$ cat src/verilog/isa_pkg.sv
package isa_pkg;

    localparam int XLEN = 32;

    // Sequential fetch step in bytes
    localparam logic [XLEN-1:0] INSTR_BYTES = 32'd4;

    typedef enum logic [2:0] {
        BR_NONE = 3'd0,  // Not a control transfer
        BR_JAL  = 3'd1,  // Direct jump, target pc + offset
        BR_JALR = 3'd2,  // Register jump, target src_a
        BR_BEQ  = 3'd3,
        BR_BNE  = 3'd4
    } br_kind_t;

    typedef struct packed {
        br_kind_t        kind;
        logic [XLEN-1:0] pc;
        logic [XLEN-1:0] offset;       // Immediate for jal and conditional branches
        logic [XLEN-1:0] src_a;
        logic [XLEN-1:0] src_b;
        logic            pred_taken;   // Direction chosen at fetch
        logic [XLEN-1:0] pred_target;  // Only meaningful when pred_taken
    } instr_t;

endpackage

$ cat src/verilog/pipe_pkg.sv
package pipe_pkg;

    // Instruction buffer geometry
    localparam int IBUF_DEPTH = 8;
    localparam int IBUF_PTR_W = $clog2(IBUF_DEPTH);
    localparam int IBUF_CNT_W = $clog2(IBUF_DEPTH + 1);
    localparam logic [IBUF_CNT_W-1:0] IBUF_FULL = IBUF_CNT_W'(IBUF_DEPTH);
    localparam logic [IBUF_PTR_W-1:0] IBUF_LAST = IBUF_PTR_W'(IBUF_DEPTH - 1);

    typedef struct packed {
        logic             valid;  // Low marks a bubble
        isa_pkg::instr_t  instr;
    } slot_t;

    // Slot a is the older instruction of the pair
    typedef struct packed {
        slot_t a;
        slot_t b;
    } pair_t;

    typedef struct packed {
        logic                      mistaken;
        logic                      taken;   // Actual direction
        logic [isa_pkg::XLEN-1:0]  target;  // Actual target when taken
        logic [isa_pkg::XLEN-1:0]  pc;
    } br_result_t;

    typedef struct packed {
        logic ibuf;
        logic id;
        logic ro;
        logic ex;
    } flush_t;

endpackage

$ cat src/verilog/inst_buffer.sv
`timescale 1ns/1ps

module inst_buffer (
    input  logic            clk,
    input  logic            rst_n,
    input  logic            push,
    input  pipe_pkg::pair_t in_pair,
    input  logic            flush_ibuf,
    output pipe_pkg::pair_t head_pair,
    output logic            full
);

    pipe_pkg::pair_t mem [pipe_pkg::IBUF_DEPTH];

    logic [pipe_pkg::IBUF_PTR_W-1:0] wr_ptr;
    logic [pipe_pkg::IBUF_PTR_W-1:0] rd_ptr;
    logic [pipe_pkg::IBUF_CNT_W-1:0] count;
    logic                            empty;
    logic                            do_push;
    logic                            do_pop;

    assign empty   = (count == '0);
    assign full    = (count == pipe_pkg::IBUF_FULL);
    assign do_push = push && !full && !flush_ibuf;  // Push under flush is dropped
    assign do_pop  = !empty && !flush_ibuf;

    // ID takes the head every cycle, so a held-back head becomes a bubble
    assign head_pair = do_pop ? mem[rd_ptr] : '0;

    always_ff @(posedge clk or negedge rst_n) begin
        if (!rst_n) begin
            wr_ptr <= '0;
            rd_ptr <= '0;
            count  <= '0;
        end else if (flush_ibuf) begin
            wr_ptr <= '0;
            rd_ptr <= '0;
            count  <= '0;
        end else begin
            if (do_push) begin
                wr_ptr <= (wr_ptr == pipe_pkg::IBUF_LAST) ? '0 : wr_ptr + 1'b1;
            end
            if (do_pop) begin
                rd_ptr <= (rd_ptr == pipe_pkg::IBUF_LAST) ? '0 : rd_ptr + 1'b1;
            end
            count <= count + do_push - do_pop;
        end
    end

    always_ff @(posedge clk) begin
        if (do_push) begin
            mem[wr_ptr] <= in_pair;
        end
    end

    a_no_push_when_full: assert property (
        @(posedge clk) disable iff (!rst_n)
        push |-> !full
    ) else $error("inst_buffer: push while full");

endmodule

$ cat src/verilog/stage_slice.sv
`timescale 1ns/1ps

module stage_slice #(
    parameter bit RESOLVE_JAL  = 1'b0,
    parameter bit RESOLVE_JALR = 1'b0,
    parameter bit RESOLVE_COND = 1'b0
) (
    input  logic                 clk,
    input  logic                 rst_n,
    input  pipe_pkg::pair_t      in_pair,
    input  logic                 flush,
    output pipe_pkg::pair_t      cur_pair,
    output pipe_pkg::pair_t      out_pair,
    output pipe_pkg::br_result_t res_a,
    output pipe_pkg::br_result_t res_b
);

    logic            valid_a_q;
    logic            valid_b_q;
    isa_pkg::instr_t instr_a_q;
    isa_pkg::instr_t instr_b_q;

    // Actual outcome of one slot, mistaken only for kinds resolved here
    function automatic pipe_pkg::br_result_t resolve(input pipe_pkg::slot_t s);
        pipe_pkg::br_result_t r;
        logic                 hit;
        logic                 dir_wrong;
        logic                 tgt_wrong;
        r        = '0;
        r.pc     = s.instr.pc;
        hit      = 1'b0;
        case (s.instr.kind)
            isa_pkg::BR_JAL: begin
                hit      = RESOLVE_JAL;
                r.taken  = 1'b1;
                r.target = s.instr.pc + s.instr.offset;
            end
            isa_pkg::BR_JALR: begin
                hit      = RESOLVE_JALR;
                r.taken  = 1'b1;
                r.target = s.instr.src_a;
            end
            isa_pkg::BR_BEQ: begin
                hit      = RESOLVE_COND;
                r.taken  = (s.instr.src_a == s.instr.src_b);
                r.target = s.instr.pc + s.instr.offset;
            end
            isa_pkg::BR_BNE: begin
                hit      = RESOLVE_COND;
                r.taken  = (s.instr.src_a != s.instr.src_b);
                r.target = s.instr.pc + s.instr.offset;
            end
            default: begin
                hit      = 1'b0;
                r.taken  = 1'b0;
                r.target = '0;
            end
        endcase
        dir_wrong  = (r.taken != s.instr.pred_taken);
        tgt_wrong  = r.taken && (r.target != s.instr.pred_target);
        r.mistaken = s.valid && hit && (dir_wrong || tgt_wrong);
        return r;
    endfunction

    always_ff @(posedge clk or negedge rst_n) begin
        if (!rst_n) begin
            valid_a_q <= 1'b0;
            valid_b_q <= 1'b0;
        end else if (flush) begin
            valid_a_q <= 1'b0;  // Load a bubble
            valid_b_q <= 1'b0;
        end else begin
            valid_a_q <= in_pair.a.valid;
            valid_b_q <= in_pair.b.valid;
        end
    end

    always_ff @(posedge clk) begin
        instr_a_q <= in_pair.a.instr;
        instr_b_q <= in_pair.b.instr;
    end

    assign cur_pair.a.valid = valid_a_q;
    assign cur_pair.a.instr = instr_a_q;
    assign cur_pair.b.valid = valid_b_q;
    assign cur_pair.b.instr = instr_b_q;

    assign res_a = resolve(cur_pair.a);
    assign res_b = resolve(cur_pair.b);

    always_comb begin
        out_pair = cur_pair;
        if (res_a.mistaken) begin
            out_pair.b.valid = 1'b0;  // Younger slot is on the wrong path
        end
    end

    a_mistake_needs_valid: assert property (
        @(posedge clk) disable iff (!rst_n)
        (res_a.mistaken |-> cur_pair.a.valid) and (res_b.mistaken |-> cur_pair.b.valid)
    ) else $error("stage_slice: mistaken result from an empty slot");

endmodule

$ cat src/verilog/branch_ctrl.sv
`timescale 1ns/1ps

module branch_ctrl (
    input  pipe_pkg::br_result_t      id_a,
    input  pipe_pkg::br_result_t      id_b,
    input  pipe_pkg::br_result_t      ro_a,
    input  pipe_pkg::br_result_t      ro_b,
    input  pipe_pkg::br_result_t      ex_a,
    input  pipe_pkg::br_result_t      ex_b,
    output logic                      redirect,
    output logic [isa_pkg::XLEN-1:0]  correct_target,
    output pipe_pkg::flush_t          flush
);

    // Index 0 is the oldest slot in the pipeline
    pipe_pkg::br_result_t [5:0] results;
    pipe_pkg::br_result_t       win;
    logic [2:0]                 win_idx;
    logic                       win_in_ex;
    logic                       win_in_ro;

    assign results = {id_b, id_a, ro_b, ro_a, ex_b, ex_a};

    always_comb begin
        redirect = 1'b0;
        win      = '0;
        win_idx  = '0;
        for (int i = 0; i < 6; i++) begin
            if (!redirect && results[i].mistaken) begin
                redirect = 1'b1;
                win      = results[i];
                win_idx  = 3'(i);
            end
        end
    end

    assign win_in_ex = redirect && (win_idx < 3'd2);
    assign win_in_ro = redirect && (win_idx >= 3'd2) && (win_idx < 3'd4);

    always_comb begin
        if (!redirect) begin
            correct_target = '0;
        end else if (win.taken) begin
            correct_target = win.target;
        end else begin
            correct_target = win.pc + isa_pkg::INSTR_BYTES;  // Fall through
        end
    end

    // Everything younger than the winner goes, the winner itself moves on
    assign flush.ex   = win_in_ex;
    assign flush.ro   = win_in_ex || win_in_ro;
    assign flush.id   = win_in_ex || win_in_ro;
    assign flush.ibuf = redirect;

    always_comb begin
        a_ex_implies_ro: assert final (!flush.ex || flush.ro)
            else $error("branch_ctrl: EX flush without RO flush");
        a_ro_implies_id: assert final (!flush.ro || flush.id)
            else $error("branch_ctrl: RO flush without ID flush");
        a_any_implies_ibuf: assert final (!(|flush) || flush.ibuf)
            else $error("branch_ctrl: flush without buffer flush");
    end

endmodule

$ cat src/verilog/dual_pipe_top.sv
`timescale 1ns/1ps

module dual_pipe_top (
    input  logic                      clk,
    input  logic                      rst_n,
    input  logic                      push,
    input  pipe_pkg::pair_t           in_pair,
    output logic                      full,
    output pipe_pkg::pair_t           retire_pair,
    output logic                      redirect,
    output logic [isa_pkg::XLEN-1:0]  correct_target,
    output pipe_pkg::flush_t          flush
);

    pipe_pkg::pair_t      head_pair;
    pipe_pkg::pair_t      id_out;
    pipe_pkg::pair_t      ro_out;
    pipe_pkg::br_result_t id_res_a;
    pipe_pkg::br_result_t id_res_b;
    pipe_pkg::br_result_t ro_res_a;
    pipe_pkg::br_result_t ro_res_b;
    pipe_pkg::br_result_t ex_res_a;
    pipe_pkg::br_result_t ex_res_b;

    inst_buffer inst_buffer_inst (
        .clk        (clk),
        .rst_n      (rst_n),
        .push       (push),
        .in_pair    (in_pair),
        .flush_ibuf (flush.ibuf),
        .head_pair  (head_pair),
        .full       (full)
    );

    // Stage contents stay reachable by hierarchy for debug
    stage_slice #(
        .RESOLVE_JAL  (1'b1),
        .RESOLVE_JALR (1'b0),
        .RESOLVE_COND (1'b0)
    ) id_stage (
        .clk      (clk),
        .rst_n    (rst_n),
        .in_pair  (head_pair),
        .flush    (flush.id),
        .cur_pair (),
        .out_pair (id_out),
        .res_a    (id_res_a),
        .res_b    (id_res_b)
    );

    stage_slice #(
        .RESOLVE_JAL  (1'b0),
        .RESOLVE_JALR (1'b1),
        .RESOLVE_COND (1'b0)
    ) ro_stage (
        .clk      (clk),
        .rst_n    (rst_n),
        .in_pair  (id_out),
        .flush    (flush.ro),
        .cur_pair (),
        .out_pair (ro_out),
        .res_a    (ro_res_a),
        .res_b    (ro_res_b)
    );

    stage_slice #(
        .RESOLVE_JAL  (1'b0),
        .RESOLVE_JALR (1'b0),
        .RESOLVE_COND (1'b1)
    ) ex_stage (
        .clk      (clk),
        .rst_n    (rst_n),
        .in_pair  (ro_out),
        .flush    (flush.ex),
        .cur_pair (),
        .out_pair (retire_pair),
        .res_a    (ex_res_a),
        .res_b    (ex_res_b)
    );

    branch_ctrl branch_ctrl_inst (
        .id_a           (id_res_a),
        .id_b           (id_res_b),
        .ro_a           (ro_res_a),
        .ro_b           (ro_res_b),
        .ex_a           (ex_res_a),
        .ex_b           (ex_res_b),
        .redirect       (redirect),
        .correct_target (correct_target),
        .flush          (flush)
    );

endmodule

$ cat config.mk
export PLATFORM = sky130hd
export DESIGN_NAME = dual_pipe_top
export DESIGN_NICKNAME = d
export VERILOG_FILES = /design/src/verilog/isa_pkg.sv /design/src/verilog/pipe_pkg.sv /design/src/verilog/inst_buffer.sv /design/src/verilog/stage_slice.sv /design/src/verilog/branch_ctrl.sv /design/src/verilog/dual_pipe_top.sv
export SDC_FILE = /design/constraint.sdc
export NUM_CORES = 2
export LEC_CHECK = 0
export BUFFER_PORTS_ARGS = -buffer_cell sky130_fd_sc_hd__buf_2
export CORE_ASPECT_RATIO = 1.75
export CORE_MARGIN = 10
export CORE_UTILIZATION = 38
export DETAILED_ROUTE_END_ITERATION = 7
export PLACE_DENSITY = 0.53
export SYNTH_ARGS = -nofsm -noshare
export SYNTH_HDL_FRONTEND = slang
export SYNTH_SLANG_ARGS = --single-unit
$ cat constraint.sdc
create_clock -name clk -period 59.3 [get_ports clk]
set_clock_uncertainty 0.1 [all_clocks]
set_input_delay 17.79 -clock clk [delete_from_list [all_inputs] [get_ports clk]]
set_output_delay 17.79 -clock clk [all_outputs]
set_load 0.005 [all_outputs]
==> impl_metrics.env <==
export IMPL_ys_dominant_reg_cell="edfxtp_1"
export IMPL_peakVddDrop_uv=69.0
export IMPL_io_pins=701
export IMPL_fp_dieArea_um2=413000
export IMPL_violations="design-rule violations, max-capacitance violations, max-slew violations"
export IMPL_htreeDepth=5
export IMPL_tightest_slew_ns=1.66
export IMPL_cts_sinks=3640
export IMPL_combPwrFrac_pct=42.3
export IMPL_status="complete, but fails checks"
export IMPL_syn_to_final_growth_pct=14.7
export IMPL_cts_root_buf="clkbuf_16"
export IMPL_rsz0062_at_grt="false"
export IMPL_synth_edff_count=2640
export IMPL_intPower_uw=6140
export IMPL_hold_buffers=0
export IMPL_ys_seq_elements=3640
export IMPL_clkPwrFrac_pct=20.7
export IMPL_seqPwrFrac_pct=37.0
export IMPL_dr_pass1_iters=8
export IMPL_holdCritPathClass="register to register"
export IMPL_p_switching_uw=4960
export IMPL_dpl_hpwl_um=454000
export IMPL_antenna_found_initial=224
export IMPL_crit_type="register to output pin"
export IMPL_postRouteAntennaNets=0
export IMPL_static_leakage_power_uw=0.0581
export IMPL_synth_area_per_cell_um2=15.7
export IMPL_drt_wl_total_um=611000
export IMPL_hold_depth=0
export IMPL_drive_above_1_share_pct=21.6
export IMPL_holdPathEnd="ex_stage.cur_pair[38]$_DFF_P_"
export IMPL_syn_inst=9344
export IMPL_fin_crit_ns=29.04
export IMPL_cp_required_ns=41.41
export IMPL_wire_per_inst_um=39.1
export IMPL_vias=92400
export IMPL_ys_top_cells_by_area="edfxtp_1 54%, dfxtp_1 13%, mux4_2 10%, mux2i_1 2.6%, ha_1 1.7%"
export IMPL_coreArea_um2=386000
export IMPL_drv_cap=4
export IMPL_nets=10629
export IMPL_arrival_ns=11.15
export IMPL_timing_final_crit_share_pct=49.0
export IMPL_numCtsBuffers=348
export IMPL_grt_max_degree=137
export IMPL_clk_latency_ns=0.99
export IMPL_fmaxAchievable_mhz=34.4
export IMPL_crit_top_cell="buf_4"
export IMPL_die_width_um=490
export IMPL_cts_setup_buffers=0
export IMPL_slowest_stage="xnor2_1"
export IMPL_r2r_end="inst_buffer_inst.mem[5][170]$_DFFE_PP_"
export IMPL_io_buffer_count=700
export IMPL_synth_warnings=0
export IMPL_initial_core_util_pct=38.1
export IMPL_track_usage_pct=28.5
export IMPL_min_from="ro_stage.cur_pair[38]$_DFF_P_"
export IMPL_grt_pass1_wl_um=814000
export IMPL_synth_top_area_cell="edfxtp_1"
export IMPL_avgViaCountPerCell=5.91
export IMPL_slew_headroom_pct=-11.7
export IMPL_place_area_um2=157000
export IMPL_critPathCaptureType="output pin"
export IMPL_syn_num_nets=9881
export IMPL_timing_rr_start="ro_stage.cur_pair[139]$_DFF_P_"
export IMPL_drt_iter0_drc=9621
export IMPL_p_per_area_nw_per_um2=65.9
export IMPL_place_gp_congestion=1.07
export IMPL_syn_cell_area_um2=147000
export IMPL_grt_pass1_vias=92554
export IMPL_drc_errors=1
export IMPL_start_kind="register"
export IMPL_rrSetupSlack_ns=47.29
export IMPL_die_y_um=843
export IMPL_clockBufferDepth=4
export IMPL_switching_share_pct=44.7
export IMPL_synth_yosys_seq_area_share_pct=67.6
export IMPL_rr_worst_depth=25
export IMPL_globalRouteOverflowTotal=0
export IMPL_finalSetupViolCount=0
export IMPL_post_cts_resized=0
export IMPL_cts_clk_slew_worst_paths_ns=0.07
export IMPL_slew_viol_final=6
export IMPL_ys_types=120
export IMPL_synth_async_sr_flop_share_pct=0.440
export IMPL_fin_tns_setup_ns=0
export IMPL_num_rows=302
export IMPL_cpPeakStageDelay_ns=0.98
export IMPL_cp_cell_sequence="ha_1, a21oi_1, o31ai_1, a311o_1, xnor2_1, o21ai_0, xor2_1, a311oi_1, nand4_1, nor4_2, nor2_1, buf_4, a2111oi_4, buf_4, inv_4, nor2_4, a221oi_1, a211oi_1, nand4b_1, or3_1, o31a_1, nor3_1, buf_2"
export IMPL_finalHoldViolations=0
export IMPL_stdcell_area_um2=169000
export IMPL_cts_tree="built"
export IMPL_crit_fanout=26
export IMPL_synth_top_area_share_pct=54.0
[critical path, delay by kind of cell, from the launching register on]
family | cells | cell delay (ns)
AND/OR/NAND/NOR | 7 | 3.92
AO/OA/AOI/OAI | 9 | 3.02
XOR/XNOR | 2 | 1.25
buffers and inverters | 4 | 1.03
adder cells (fa/ha/maj) | 1 | 0.44
flip-flops | 1 | 0.50
[power by group through the flow]
stage,sequential [µW],clock [µW],combinational [µW]
2_1_floorplan,3830,0,2610
4_1_cts,4080,2340,4600
5_1_grt,4100,2430,4850
3_3_place_gp,4120,0,4590
3_5_place_dp,4140,0,4590
6_report,4100,2300,4700
[registers in the layout, summed over array words and instances (netlist names)]
name and cells:
ro_stage.valid_b_q 1, id_stage.valid_a_q 1, id_stage.cur_pair 328, inst_buffer_inst.wr_ptr 3
id_stage.valid_b_q 1, inst_buffer_inst.count 4, ro_stage.cur_pair 328, inst_buffer_inst.rd_ptr 3
ex_stage.valid_a_q 1, ro_stage.valid_a_q 1, ex_stage.cur_pair 328, ex_stage.valid_b_q 1
inst_buffer_inst.mem 2640
[cell type report]
cell class | instances | area, µm²
fillers | 34533 | 217000
flip-flops and latches | 3640 | 99400
multi-input cells | 5092 | 45200
clock buffers | 448 | 9590
well taps | 5168 | 6470
repair buffers | 877 | 5100
clock inverters | 190 | 2030
inverters | 133 | 502
diodes | 88 | 220
[layer usage]
| layer | global-route usage (%) | vias to the layer above | wire length (µm) | part of all wire [%] |
|---|---|---|---|---|
| met5 | 0.0576 | - | 658 | 0.11 |
| met4 | 20.7 | 106 | 56000 | 9.2 |
| met3 | 6.55 | 1608 | 43700 | 7.2 |
| met2 | 47.8 | 4348 | 295000 | 48 |
| met1 | 31.7 | 47963 | 215000 | 35 |
| li1 | - | 38375 | - | - |
[how the worst max path moves through the flow]
stage	from	end	slack (ns)	depth (start not counted)
after floorplan	push	inst_buffer_inst.mem[4][0]$_DFFE_PP_	15.50	4
after global placement	id_stage.cur_pair[294]$_SDFF_PP0_	correct_target[28]	31.70	24
after detailed placement	ro_stage.cur_pair[129]$_DFF_P_	correct_target[28]	31.79	25
after CTS	ro_stage.cur_pair[129]$_DFF_P_	correct_target[28]	30.74	25
after global routing	ro_stage.cur_pair[139]$_DFF_P_	correct_target[28]	30.03	23
final	ro_stage.cur_pair[139]$_DFF_P_	correct_target[30]	30.26	23
[cells in the final DEF (no fill, tap or decap), drive strengths merged, types with 33 or more instances in the layout]
cell type     n
edfxtp     2640
dfxtp       984
buf         877
mux4        660
nor2        627
clkbuf      448
nand2       432
mux2i       381
a21oi       336
o21ai       276
xor2        257
ha          197
xnor2       158
inv         152
nand3       132
clkinv      125
nand4       111
nor3        111
nor4         98
diode        88
o211ai       78
a21o         76
a211oi       74
a22oi        64
a31oi        61
and2         51
or3          50
nand2b       47
and3         47
o22ai        41
o21a         37
nor3b        36
o2111ai      34
a21boi       34
a2111oi      34
bufinv       33
[cells in the mapped netlist, drive strengths merged, types with 50 or more instances]
| cell | count |
|---|---|
| edfxtp | 2640 |
| dfxtp | 984 |
| mux4 | 660 |
| nor2 | 627 |
| nand2 | 432 |
| mux2i | 381 |
| a21oi | 336 |
| clkbuf | 330 |
| o21ai | 276 |
| xor2 | 257 |
| ha | 197 |
| xnor2 | 158 |
| buf | 149 |
| inv | 133 |
| nand3 | 132 |
| nand4 | 111 |
| nor3 | 111 |
| nor4 | 98 |
| o211ai | 78 |
| a21o | 76 |
| a211oi | 74 |
| a22oi | 64 |
| a31oi | 61 |
| and2 | 51 |
| or3 | 50 |
[through the flow]
stage / worst slack (ns) / hold slack (ns) / util (%) / total power (µW) / std cells
finish: 30.26 / 0.243 / 43.7 / 11100 / 15636
global route: 30.03 / 0.259 / 43.7 / 11400 / 15600
CTS: 30.74 / 0.251 / 43.6 / 11000 / 15547
detailed placement: 31.79 / 0.246 / 40.6 / 8720 / 14909
global placement: 31.70 / 0.243 / 40.6 / 8710 / 14907
floorplan: 15.50 / 0.225 / - / 6440 / 9344
[logic make-up (layout without fill, tap and decap cells)]
family,after synthesis,count (layout),share of synthesized area (%)
other cells,0,88,0
compound gates,1516,1516,7.23
xor+xnor,415,415,2.47
mux,1059,1059,12.9
flops,3640,3640,67.6
buf+inv,612,1648,1.66
fa+ha+maj,204,204,1.77
simple gates,1898,1898,6.37
Note: power is estimated with default switching activity, not from simulation.
